### config.mk
export PLATFORM = sky130hd
export DESIGN_NAME = creg_subsystem
export DESIGN_NICKNAME = d
export VERILOG_FILES = /design/src/rtl/creg_pkg.sv /design/src/rtl/control_registers.sv /design/src/rtl/creg_subsystem.sv /design/src/rtl/interrupt_controller.sv /design/src/rtl/thread_context.sv
export SDC_FILE = /design/constraint.sdc
export NUM_CORES = 2
export LEC_CHECK = 0
export ABC_AREA = 1
export BUFFER_PORTS_ARGS = -buffer_cell sky130_fd_sc_hd__buf_2
export CAP_MARGIN = 20
export CORE_AREA = 2 2 373 375
export CTS_CLUSTER_DIAMETER = 50
export DETAILED_ROUTE_END_ITERATION = 10
export DIE_AREA = 0 0 375 377
export PLACE_DENSITY = 0.73
export SLEW_MARGIN = 20
export SYNTH_ARGS = -nofsm -noshare
export SYNTH_HDL_FRONTEND = slang
export SYNTH_SLANG_ARGS = --single-unit
### constraint.sdc
create_clock -name clk -period 38.1 [get_ports clk]
set_clock_uncertainty 0.15 [all_clocks]
set_input_delay 3.81 -clock clk [delete_from_list [all_inputs] [get_ports clk]]
set_output_delay 3.81 -clock clk [all_outputs]
set_load 0.1 [all_outputs]
### src/rtl/creg_pkg.sv
package creg_pkg;

    localparam int THREADS_PER_CORE = 4;
    localparam int NUM_INTERRUPTS = 16;
    localparam int ASID_WIDTH = 8;
    localparam int SUBCYCLE_WIDTH = 4;

    typedef logic [31:0] scalar_t;
    typedef logic [$clog2(THREADS_PER_CORE) - 1:0] thread_idx_t;
    typedef logic [THREADS_PER_CORE - 1:0] thread_bitmap_t;
    typedef logic [SUBCYCLE_WIDTH - 1:0] subcycle_t;
    typedef logic [ASID_WIDTH - 1:0] asid_t;

    // Register numbers used by the creg load and store instructions
    typedef enum logic [4:0] {
        CR_THREAD_ID         = 5'd0,
        CR_TRAP_HANDLER      = 5'd1,
        CR_TRAP_PC           = 5'd2,
        CR_TRAP_CAUSE        = 5'd3,
        CR_FLAGS             = 5'd4,
        CR_TRAP_ADDRESS      = 5'd5,
        CR_CYCLE_COUNT       = 5'd6,
        CR_TLB_MISS_HANDLER  = 5'd7,
        CR_SAVED_FLAGS       = 5'd8,
        CR_CURRENT_ASID      = 5'd9,
        CR_PAGE_DIR          = 5'd10,
        CR_SCRATCHPAD0       = 5'd11,
        CR_SCRATCHPAD1       = 5'd12,
        CR_SUBCYCLE          = 5'd13,
        CR_INTERRUPT_MASK    = 5'd14,
        CR_INTERRUPT_ACK     = 5'd15,
        CR_INTERRUPT_PENDING = 5'd16,
        CR_INTERRUPT_TRIGGER = 5'd17
    } creg_index_t;

    typedef enum logic [3:0] {
        TT_RESET      = 4'd0,
        TT_ILLEGAL    = 4'd1,
        TT_PRIVILEGED = 4'd2,
        TT_INTERRUPT  = 4'd3,
        TT_TLB_MISS   = 4'd4,
        TT_PAGE_FAULT = 4'd5
    } trap_type_t;

    typedef struct packed {
        logic is_store;
        logic is_data_access;
        trap_type_t trap_type;
    } trap_cause_t;

    typedef struct packed {
        logic supervisor_en;
        logic mmu_en;
        logic interrupt_en;
    } flags_t;

    // A register data word, taken either as a whole or as the flags layout
    typedef union packed {
        scalar_t raw;
        struct packed {
            logic [28:0] pad;
            flags_t flags;
        } flag_view;
    } creg_value_u;

    typedef struct packed {
        logic read_en;
        logic write_en;
        creg_index_t index;
        thread_idx_t thread;
        creg_value_u value;
    } creg_access_t;

    typedef struct packed {
        logic valid;
        trap_cause_t cause;
        scalar_t pc;
        scalar_t access_addr;
        thread_idx_t thread;
        subcycle_t subcycle;
    } trap_event_t;

    typedef struct packed {
        logic valid;
        thread_idx_t thread;
    } eret_t;

endpackage

### src/rtl/control_registers.sv
module control_registers
    #(parameter int CORE_ID = 0)
    (input                              clk,
    input                               reset,
    input creg_pkg::creg_access_t       creg_access,
    input creg_pkg::flags_t             current_flags[creg_pkg::THREADS_PER_CORE],
    input creg_pkg::flags_t             saved_flags[creg_pkg::THREADS_PER_CORE],
    input creg_pkg::scalar_t            eret_address[creg_pkg::THREADS_PER_CORE],
    input creg_pkg::subcycle_t          eret_subcycle[creg_pkg::THREADS_PER_CORE],
    input creg_pkg::trap_cause_t        trap_cause[creg_pkg::THREADS_PER_CORE],
    input creg_pkg::scalar_t            trap_address[creg_pkg::THREADS_PER_CORE],
    input creg_pkg::scalar_t            scratchpad[creg_pkg::THREADS_PER_CORE][2],
    input [creg_pkg::NUM_INTERRUPTS - 1:0] pending_word[creg_pkg::THREADS_PER_CORE],
    input [creg_pkg::NUM_INTERRUPTS - 1:0] mask_word[creg_pkg::THREADS_PER_CORE],
    output creg_pkg::scalar_t           read_value,
    output creg_pkg::scalar_t           trap_handler,
    output creg_pkg::scalar_t           tlb_miss_handler,
    output creg_pkg::asid_t             current_asid[creg_pkg::THREADS_PER_CORE],
    output creg_pkg::scalar_t           page_dir[creg_pkg::THREADS_PER_CORE]);

    creg_pkg::scalar_t cycle_count;
    creg_pkg::scalar_t read_next;

    // Place a flags value in the low bits of an otherwise zero word
    function automatic creg_pkg::scalar_t flags_word(creg_pkg::flags_t flags);
        creg_pkg::creg_value_u word;

        word.raw = '0;
        word.flag_view.flags = flags;
        return word.raw;
    endfunction

    always_ff @(posedge clk, posedge reset)
    begin
        if (reset)
        begin
            trap_handler <= '0;
            tlb_miss_handler <= '0;
            cycle_count <= '0;
            for (int t = 0; t < creg_pkg::THREADS_PER_CORE; t++)
            begin
                current_asid[t] <= '0;
                page_dir[t] <= '0;
            end
        end
        else
        begin
            cycle_count <= cycle_count + 1'b1;

            if (creg_access.write_en)
            begin
                case (creg_access.index)
                    creg_pkg::CR_TRAP_HANDLER:
                        trap_handler <= creg_access.value.raw;
                    creg_pkg::CR_TLB_MISS_HANDLER:
                        tlb_miss_handler <= creg_access.value.raw;
                    creg_pkg::CR_CURRENT_ASID:
                        current_asid[creg_access.thread] <=
                            creg_access.value.raw[creg_pkg::ASID_WIDTH - 1:0];
                    creg_pkg::CR_PAGE_DIR:
                        page_dir[creg_access.thread] <= creg_access.value.raw;
                    default:
                        ;
                endcase
            end
        end
    end

    // Read select for the thread named in the access
    always_comb
    begin
        case (creg_access.index)
            creg_pkg::CR_FLAGS:
                read_next = flags_word(current_flags[creg_access.thread]);
            creg_pkg::CR_SAVED_FLAGS:
                read_next = flags_word(saved_flags[creg_access.thread]);
            creg_pkg::CR_THREAD_ID:
                read_next = {CORE_ID[31 - $bits(creg_pkg::thread_idx_t):0], creg_access.thread};
            creg_pkg::CR_TRAP_PC:
                read_next = eret_address[creg_access.thread];
            creg_pkg::CR_TRAP_CAUSE:
                read_next = creg_pkg::scalar_t'(trap_cause[creg_access.thread]);
            creg_pkg::CR_TRAP_HANDLER:
                read_next = trap_handler;
            creg_pkg::CR_TRAP_ADDRESS:
                read_next = trap_address[creg_access.thread];
            creg_pkg::CR_TLB_MISS_HANDLER:
                read_next = tlb_miss_handler;
            creg_pkg::CR_CYCLE_COUNT:
                read_next = cycle_count;
            creg_pkg::CR_SCRATCHPAD0:
                read_next = scratchpad[creg_access.thread][0];
            creg_pkg::CR_SCRATCHPAD1:
                read_next = scratchpad[creg_access.thread][1];
            creg_pkg::CR_SUBCYCLE:
                read_next = creg_pkg::scalar_t'(eret_subcycle[creg_access.thread]);
            creg_pkg::CR_CURRENT_ASID:
                read_next = creg_pkg::scalar_t'(current_asid[creg_access.thread]);
            creg_pkg::CR_PAGE_DIR:
                read_next = page_dir[creg_access.thread];
            creg_pkg::CR_INTERRUPT_PENDING:
                read_next = creg_pkg::scalar_t'(pending_word[creg_access.thread]);
            creg_pkg::CR_INTERRUPT_MASK:
                read_next = creg_pkg::scalar_t'(mask_word[creg_access.thread]);
            // Trigger and ack are write only, like unmapped numbers
            default:
                read_next = '1;
        endcase
    end

    // Read result holds until the next read strobe
    always_ff @(posedge clk, posedge reset)
    begin
        if (reset)
            read_value <= '0;
        else if (creg_access.read_en)
            read_value <= read_next;
    end

    // The data stage issues either a creg load or a creg store, not both
    read_write_exclusive: assert property (@(posedge clk) disable iff (reset)
        !(creg_access.read_en && creg_access.write_en))
        else $error("creg read and write in the same cycle");

endmodule

### src/rtl/creg_subsystem.sv
module creg_subsystem
    #(parameter int CORE_ID = 0)
    (input                              clk,
    input                               reset,
    input [creg_pkg::NUM_INTERRUPTS - 1:0] interrupt_req,
    input creg_pkg::creg_access_t       creg_access,
    input creg_pkg::trap_event_t        trap,
    input creg_pkg::eret_t              eret,
    output creg_pkg::scalar_t           read_value,
    output creg_pkg::flags_t            current_flags[creg_pkg::THREADS_PER_CORE],
    output creg_pkg::scalar_t           eret_address[creg_pkg::THREADS_PER_CORE],
    output creg_pkg::subcycle_t         eret_subcycle[creg_pkg::THREADS_PER_CORE],
    output creg_pkg::thread_bitmap_t    interrupt_pending,
    output creg_pkg::scalar_t           trap_handler,
    output creg_pkg::scalar_t           tlb_miss_handler,
    output creg_pkg::asid_t             current_asid[creg_pkg::THREADS_PER_CORE],
    output creg_pkg::scalar_t           page_dir[creg_pkg::THREADS_PER_CORE]);

    creg_pkg::flags_t saved_flags[creg_pkg::THREADS_PER_CORE];
    creg_pkg::trap_cause_t trap_cause[creg_pkg::THREADS_PER_CORE];
    creg_pkg::scalar_t trap_address[creg_pkg::THREADS_PER_CORE];
    creg_pkg::scalar_t scratchpad[creg_pkg::THREADS_PER_CORE][2];
    logic [creg_pkg::NUM_INTERRUPTS - 1:0] pending_word[creg_pkg::THREADS_PER_CORE];
    logic [creg_pkg::NUM_INTERRUPTS - 1:0] mask_word[creg_pkg::THREADS_PER_CORE];

    interrupt_controller interrupt_controller(
        .clk(clk),
        .reset(reset),
        .interrupt_req(interrupt_req),
        .creg_access(creg_access),
        .interrupt_pending(interrupt_pending),
        .pending_word(pending_word),
        .mask_word(mask_word));

    thread_context thread_context(
        .clk(clk),
        .reset(reset),
        .creg_access(creg_access),
        .trap(trap),
        .eret(eret),
        .current_flags(current_flags),
        .eret_address(eret_address),
        .eret_subcycle(eret_subcycle),
        .saved_flags(saved_flags),
        .trap_cause(trap_cause),
        .trap_address(trap_address),
        .scratchpad(scratchpad));

    control_registers #(.CORE_ID(CORE_ID)) control_registers(
        .clk(clk),
        .reset(reset),
        .creg_access(creg_access),
        .current_flags(current_flags),
        .saved_flags(saved_flags),
        .eret_address(eret_address),
        .eret_subcycle(eret_subcycle),
        .trap_cause(trap_cause),
        .trap_address(trap_address),
        .scratchpad(scratchpad),
        .pending_word(pending_word),
        .mask_word(mask_word),
        .read_value(read_value),
        .trap_handler(trap_handler),
        .tlb_miss_handler(tlb_miss_handler),
        .current_asid(current_asid),
        .page_dir(page_dir));

endmodule

### src/rtl/interrupt_controller.sv
module interrupt_controller(
    input                                       clk,
    input                                       reset,
    input [creg_pkg::NUM_INTERRUPTS - 1:0]      interrupt_req,
    input creg_pkg::creg_access_t               creg_access,
    output creg_pkg::thread_bitmap_t            interrupt_pending,
    output logic [creg_pkg::NUM_INTERRUPTS - 1:0] pending_word[creg_pkg::THREADS_PER_CORE],
    output logic [creg_pkg::NUM_INTERRUPTS - 1:0] mask_word[creg_pkg::THREADS_PER_CORE]);

    logic [creg_pkg::NUM_INTERRUPTS - 1:0] interrupt_req_prev;
    logic [creg_pkg::NUM_INTERRUPTS - 1:0] interrupt_edge;
    logic [creg_pkg::NUM_INTERRUPTS - 1:0] trigger_type;
    logic [creg_pkg::NUM_INTERRUPTS - 1:0] edge_latched[creg_pkg::THREADS_PER_CORE];

    always_ff @(posedge clk, posedge reset)
    begin
        if (reset)
            interrupt_req_prev <= '0;
        else
            interrupt_req_prev <= interrupt_req;
    end

    // Rising edge on any request line
    assign interrupt_edge = interrupt_req & ~interrupt_req_prev;

    // One trigger type per line, shared by all threads
    always_ff @(posedge clk, posedge reset)
    begin
        if (reset)
            trigger_type <= '0;
        else if (creg_access.write_en && creg_access.index == creg_pkg::CR_INTERRUPT_TRIGGER)
            trigger_type <= creg_access.value.raw[creg_pkg::NUM_INTERRUPTS - 1:0];
    end

    for (genvar t = 0; t < creg_pkg::THREADS_PER_CORE; t++)
    begin : thread_gen
        logic own_write;
        logic [creg_pkg::NUM_INTERRUPTS - 1:0] ack_bits;

        assign own_write = creg_access.write_en
            && creg_access.thread == creg_pkg::thread_idx_t'(t);
        assign ack_bits = (own_write && creg_access.index == creg_pkg::CR_INTERRUPT_ACK)
            ? creg_access.value.raw[creg_pkg::NUM_INTERRUPTS - 1:0] : '0;

        always_ff @(posedge clk, posedge reset)
        begin
            if (reset)
            begin
                edge_latched[t] <= '0;
                mask_word[t] <= '0;
            end
            else
            begin
                // A new edge wins over an ack in the same cycle
                edge_latched[t] <= (edge_latched[t] & ~ack_bits) | interrupt_edge;
                if (own_write && creg_access.index == creg_pkg::CR_INTERRUPT_MASK)
                    mask_word[t] <= creg_access.value.raw[creg_pkg::NUM_INTERRUPTS - 1:0];
            end
        end

        // Level lines pass straight through, edge lines come from the latch
        assign pending_word[t] = (trigger_type & interrupt_req)
            | (~trigger_type & edge_latched[t]);

        assign interrupt_pending[t] = |(pending_word[t] & mask_word[t]);
    end

endmodule

### src/rtl/thread_context.sv
module thread_context(
    input                               clk,
    input                               reset,
    input creg_pkg::creg_access_t       creg_access,
    input creg_pkg::trap_event_t        trap,
    input creg_pkg::eret_t              eret,
    output creg_pkg::flags_t            current_flags[creg_pkg::THREADS_PER_CORE],
    output creg_pkg::scalar_t           eret_address[creg_pkg::THREADS_PER_CORE],
    output creg_pkg::subcycle_t         eret_subcycle[creg_pkg::THREADS_PER_CORE],
    output creg_pkg::flags_t            saved_flags[creg_pkg::THREADS_PER_CORE],
    output creg_pkg::trap_cause_t       trap_cause[creg_pkg::THREADS_PER_CORE],
    output creg_pkg::scalar_t           trap_address[creg_pkg::THREADS_PER_CORE],
    output creg_pkg::scalar_t           scratchpad[creg_pkg::THREADS_PER_CORE][2]);

    // State saved on one trap entry
    typedef struct packed {
        creg_pkg::flags_t flags;
        creg_pkg::trap_cause_t cause;
        creg_pkg::scalar_t pc;
        creg_pkg::scalar_t access_addr;
        creg_pkg::subcycle_t subcycle;
    } trap_frame_t;

    // Level 0 is the active trap, level 1 the one it interrupted
    trap_frame_t frame[2][creg_pkg::THREADS_PER_CORE];

    always_ff @(posedge clk, posedge reset)
    begin
        if (reset)
        begin
            for (int t = 0; t < creg_pkg::THREADS_PER_CORE; t++)
            begin
                // Supervisor mode, MMU and interrupts off
                current_flags[t] <= 3'b100;
                scratchpad[t][0] <= '0;
                scratchpad[t][1] <= '0;
                for (int level = 0; level < 2; level++)
                begin
                    frame[level][t].flags <= 3'b100;
                    frame[level][t].cause <= '{
                        is_store: 1'b0,
                        is_data_access: 1'b0,
                        trap_type: creg_pkg::TT_RESET
                    };
                    frame[level][t].pc <= '0;
                    frame[level][t].access_addr <= '0;
                    frame[level][t].subcycle <= '0;
                end
            end
        end
        else
        begin
            if (creg_access.write_en)
            begin
                case (creg_access.index)
                    creg_pkg::CR_FLAGS:
                        current_flags[creg_access.thread] <= creg_access.value.flag_view.flags;
                    creg_pkg::CR_SAVED_FLAGS:
                        frame[0][creg_access.thread].flags <= creg_access.value.flag_view.flags;
                    creg_pkg::CR_TRAP_PC:
                        frame[0][creg_access.thread].pc <= creg_access.value.raw;
                    creg_pkg::CR_SCRATCHPAD0:
                        scratchpad[creg_access.thread][0] <= creg_access.value.raw;
                    creg_pkg::CR_SCRATCHPAD1:
                        scratchpad[creg_access.thread][1] <= creg_access.value.raw;
                    creg_pkg::CR_SUBCYCLE:
                        frame[0][creg_access.thread].subcycle <=
                            creg_access.value.raw[creg_pkg::SUBCYCLE_WIDTH - 1:0];
                    default:
                        ;
                endcase
            end

            // Comes after the write decode so a trap overrides a write to the same thread
            if (trap.valid)
            begin
                frame[1][trap.thread] <= frame[0][trap.thread];
                frame[0][trap.thread] <= '{
                    flags: current_flags[trap.thread],
                    cause: trap.cause,
                    pc: trap.pc,
                    access_addr: trap.access_addr,
                    subcycle: trap.subcycle
                };
                current_flags[trap.thread].supervisor_en <= 1'b1;
                current_flags[trap.thread].interrupt_en <= 1'b0;
                if (trap.cause.trap_type == creg_pkg::TT_TLB_MISS)
                    current_flags[trap.thread].mmu_en <= 1'b0;
            end
            else if (eret.valid)
            begin
                current_flags[eret.thread] <= frame[0][eret.thread].flags;
                frame[0][eret.thread] <= frame[1][eret.thread];
            end
        end
    end

    always_comb
    begin
        for (int t = 0; t < creg_pkg::THREADS_PER_CORE; t++)
        begin
            eret_address[t] = frame[0][t].pc;
            eret_subcycle[t] = frame[0][t].subcycle;
            saved_flags[t] = frame[0][t].flags;
            trap_cause[t] = frame[0][t].cause;
            trap_address[t] = frame[0][t].access_addr;
        end
    end

    // Writeback raises traps and execute raises erets, never in the same cycle
    trap_eret_exclusive: assert property (@(posedge clk) disable iff (reset)
        !(trap.valid && eret.valid))
        else $error("trap and eret in the same cycle");

endmodule

==> flow_summary_export.csv <==
group,metric,value,unit
timing,setup_violations,0,
critical_path,cp-end-kind,"primary output",
layout,final_common_cell,"nand2_1",
clocking,worstSkewPairLatency,0.83,ns
timing,slew_headroom,0.174,
timing,fin_tns_setup,0,ns
clocking,numCtsBuffers,162,
drt,vias_per_cell,6.29,
placed_design,gp_congestion,1.05,
floorplanning,fp.dieH,377,um
power,p_switching,1.76,mW
critical_path,required,34.14,ns
timing,fmax,107,MHz
clocking,h-tree-depth,4,
floorplanning,die_w,375,um
yosys,syn_avg_cell_area,7.74,um2
clocking,cts.sinks,1332,
yosys,synthArstFlopShare,1.00,
floorplanning,start_util,0.489,
floorplanning,rows,136,
yosys,synth_cells,8655,
layout,multiInputGateArea,0.0275,mm2
yosys,synth_edf_count,0,
clocking,ctsResizeCount,0,
drt,wl_per_cell,29.1,um
placed_design,hpwl,201,mm
placed_design,post_dp_cell_area,0.0697,mm2
yosys,syn_nets,8795,
layout,ff_latch_area,0.0333,mm2
power,vdd_drop_max,0.0000472,V
power,pwr-share-seq,0.386,
clocking,cts_tree,"done",
clocking,clock_path_buffers,3,
timing,tightest_slew,1.24,ns
layout,fillers,12600,
drt,num_vias,67400,
power,netSwitchingFraction,0.385,
global_routing,gr-total-overflow,0,
global_routing,grt_pass1_wl,444,mm
timing,finalHoldViolCount,0,
floorplanning,io_pins,555,
layout,stdcell_area,0.0755,mm2
layout,layout_common_cells,"2990 x nand2_1, 1320 x dfrtp_1, 1006 x o21ai_0",
run_status,status,"finished clean",
timing,period_share,0.246,
clocking,root_buffer,"clkbuf_16",
clocking,hold_buffers,0,
drt,drc_errors,0,
critical_path,cp.arrival,5.39,ns
power,p_int,2.81,mW
global_routing,grt_antenna_before_repair,33,
power,p_leak,36.4,nW
layout,final_cells,10700,
power,powerDensity,60.6,mW/mm2
clocking,clk_pin_slew_worst_paths,0.06,ns
critical_path,critPathKind,"in -> out",
critical_path,cp_max_fo,4,
layout,nNetsFinal,8920,
timing,min_period,9.35,ns
yosys,synth_area_leaders,"dfrtp_1 49%, nand2_1 17%, o21ai_0 7.5%",
drt,ant_nets,0,
global_routing,grt_max_degree,185,
drt,finalWirelength,312,mm
drt,drt_iter0_drc,10800,
yosys,ys_ff_latch,1332,
timing,timing.hold.ws,0.322,ns
power,comb_power_share,0.256,
power,total_power,4.57,mW
yosys,synth_cell_types,44,
power,p_clk_frac,0.358,
timing,rsz0062_at_grt,"no",
floorplanning,die_area,0.141,mm2
layout,drive_gt1_frac,0.120,
critical_path,critPathLaunchType,"input pin",
yosys,yosysSeqAreaShare,0.498,
placed_design,dp_cells,10400,
yosys,syn_area,0.0670,mm2
global_routing,grt_pass1_vias,62400,
job,maxCapViolCount,0,
global_routing,grt.total_usage,0.434,
yosys,synth_top_cell_area_share,0.493,
placed_design,io_buffers,554,
worst_hold_path,hold_class,"reg -> reg",
drt,drtPass1Iterations,11,
clocking,cts_setup_buffers,0,
floorplanning,core_area,0.137,mm2
yosys,yosys_warnings,0,
yosys,synth_top_area_cell,"dfrtp_1",
layout,syn2layout_area_growth,12.7,%
yosys,ys.flop_type,"dfrtp_1",
timing,slew_violations,0,
## through the flow
stage | worst slack, ns | utilization
after floorplan | 15.73 | -
after global placement | 28.82 | 0.509
after detailed placement | 28.81 | 0.509
after CTS | 28.81 | 0.550
after global routing | 28.71 | 0.551
final | 28.75 | 0.551
## flip-flops by register name (all words and copies together), names as in the netlist
register / cells
thread_context.current_flags: 12
control_registers.trap_handler: 32
control_registers.cycle_count: 32
thread_context.scratchpad: 256
thread_context.eret_subcycle: 16
control_registers.page_dir: 128
control_registers.read_value: 32
thread_context.trap_address: 128
interrupt_controller.interrupt_req_prev: 16
control_registers.tlb_miss_handler: 32
thread_context.eret_address: 128
control_registers.current_asid: 32
thread_context.trap_cause: 24
interrupt_controller.trigger_type: 16
thread_context.frame: 308
interrupt_controller.mask_word: 64
interrupt_controller.edge_latched: 64
thread_context.saved_flags: 12
## power by group through the flow
| stage | registers [mW] | logic (mW) | clock network, mW |
|---|---|---|---|
| CTS | 1.75 | 1.14 | 1.64 |
| floorplan | 1.99 | 0.631 | 0 |
| global route | 1.78 | 1.23 | 1.69 |
| global placement | 1.77 | 1.12 | 0 |
| detailed placement | 1.77 | 1.13 | 0 |
| finish | 1.76 | 1.17 | 1.64 |
## routing by layer
metal | part of all wire | track usage | vias to the layer above
li1 | - | - | 28500
met1 | 0.35 | 0.543 | 32100
met2 | 0.39 | 0.584 | 5456
met3 | 0.17 | 0.211 | 1288
met4 | 0.086 | 0.300 | 28
met5 | 0.00058 | 0 | -
## path summary, 6_finish.rpt
path,slack [ns],to,cells after the start,from
max in group asynchronous,30.84,control_registers.page_dir[56]$_DFFE_PP0P_,6,reset
worst min register to register,0.32,thread_context.frame[153]$_DFFE_PP1P_,2,thread_context.frame[153]$_DFFE_PP1P_
worst max-delay path,28.75,interrupt_pending[3],8,interrupt_req[10]
worst max register to register,35.67,control_registers.read_value[31]$_DFFE_PP0P_,8,thread_context.eret_address[63]$_DFF_PP0_
min in group asynchronous,3.04,interrupt_controller.edge_latched[36]$_DFF_PP0_,2,reset
worst min-delay path,0.32,thread_context.frame[153]$_DFFE_PP1P_,2,thread_context.frame[153]$_DFFE_PP1P_
## synthesized netlist by cell type (2+ instances only)
library cell / instances
nand2_1: 2998
dfrtp_1: 1320
o21ai_0: 1006
inv_1: 734
nor2_1: 492
clkbuf_1: 392
o221ai_1: 269
nand3_1: 194
a22oi_1: 183
buf_4: 154
o22ai_1: 151
o211ai_1: 132
buf_2: 120
a21oi_1: 111
nand4_1: 93
o21ai_1: 51
nor3_1: 43
buf_1: 38
inv_2: 30
xor2_1: 25
nor2_2: 18
o21bai_1: 14
dfstp_2: 12
and2_1: 10
nand2_2: 9
nor2_4: 9
a22o_1: 8
o31ai_1: 6
nor4_1: 5
xnor2_1: 5
a21boi_0: 3
buf_6: 3
a211oi_1: 2
clkinv_1: 2
nand2_4: 2
nor3_2: 2
o31a_1: 2
## layout make-up
type | count | area share
antenna | 14 | 0.000464
clock buffer | 215 | 0.0612
clock inverter | 81 | 0.0135
inverter | 766 | 0.0384
multi-input combinational | 5849 | 0.365
sequential | 1332 | 0.442
tap | 1794 | 0.0297
timing repair buffer | 669 | 0.0502
## cells by family after synthesis
group                      share of synthesized area
buffers and inverters                         0.0938
adders and majority gates                   0.000187
DFF                                            0.498
xor gates and xnor gates                     0.00392
and+or+nand+nor                                0.228
AOI/OAI and AO/OA                              0.176
## critical path: stages
cell,delay (ns)
buf_2,0.12
nand2_1,0.13
o21ai_0,0.20
nand2_1,0.12
nand2_1,0.05
nor4_1,0.38
nand2_1,0.23
buf_2,0.35
(Power assumes the default switching activity.)
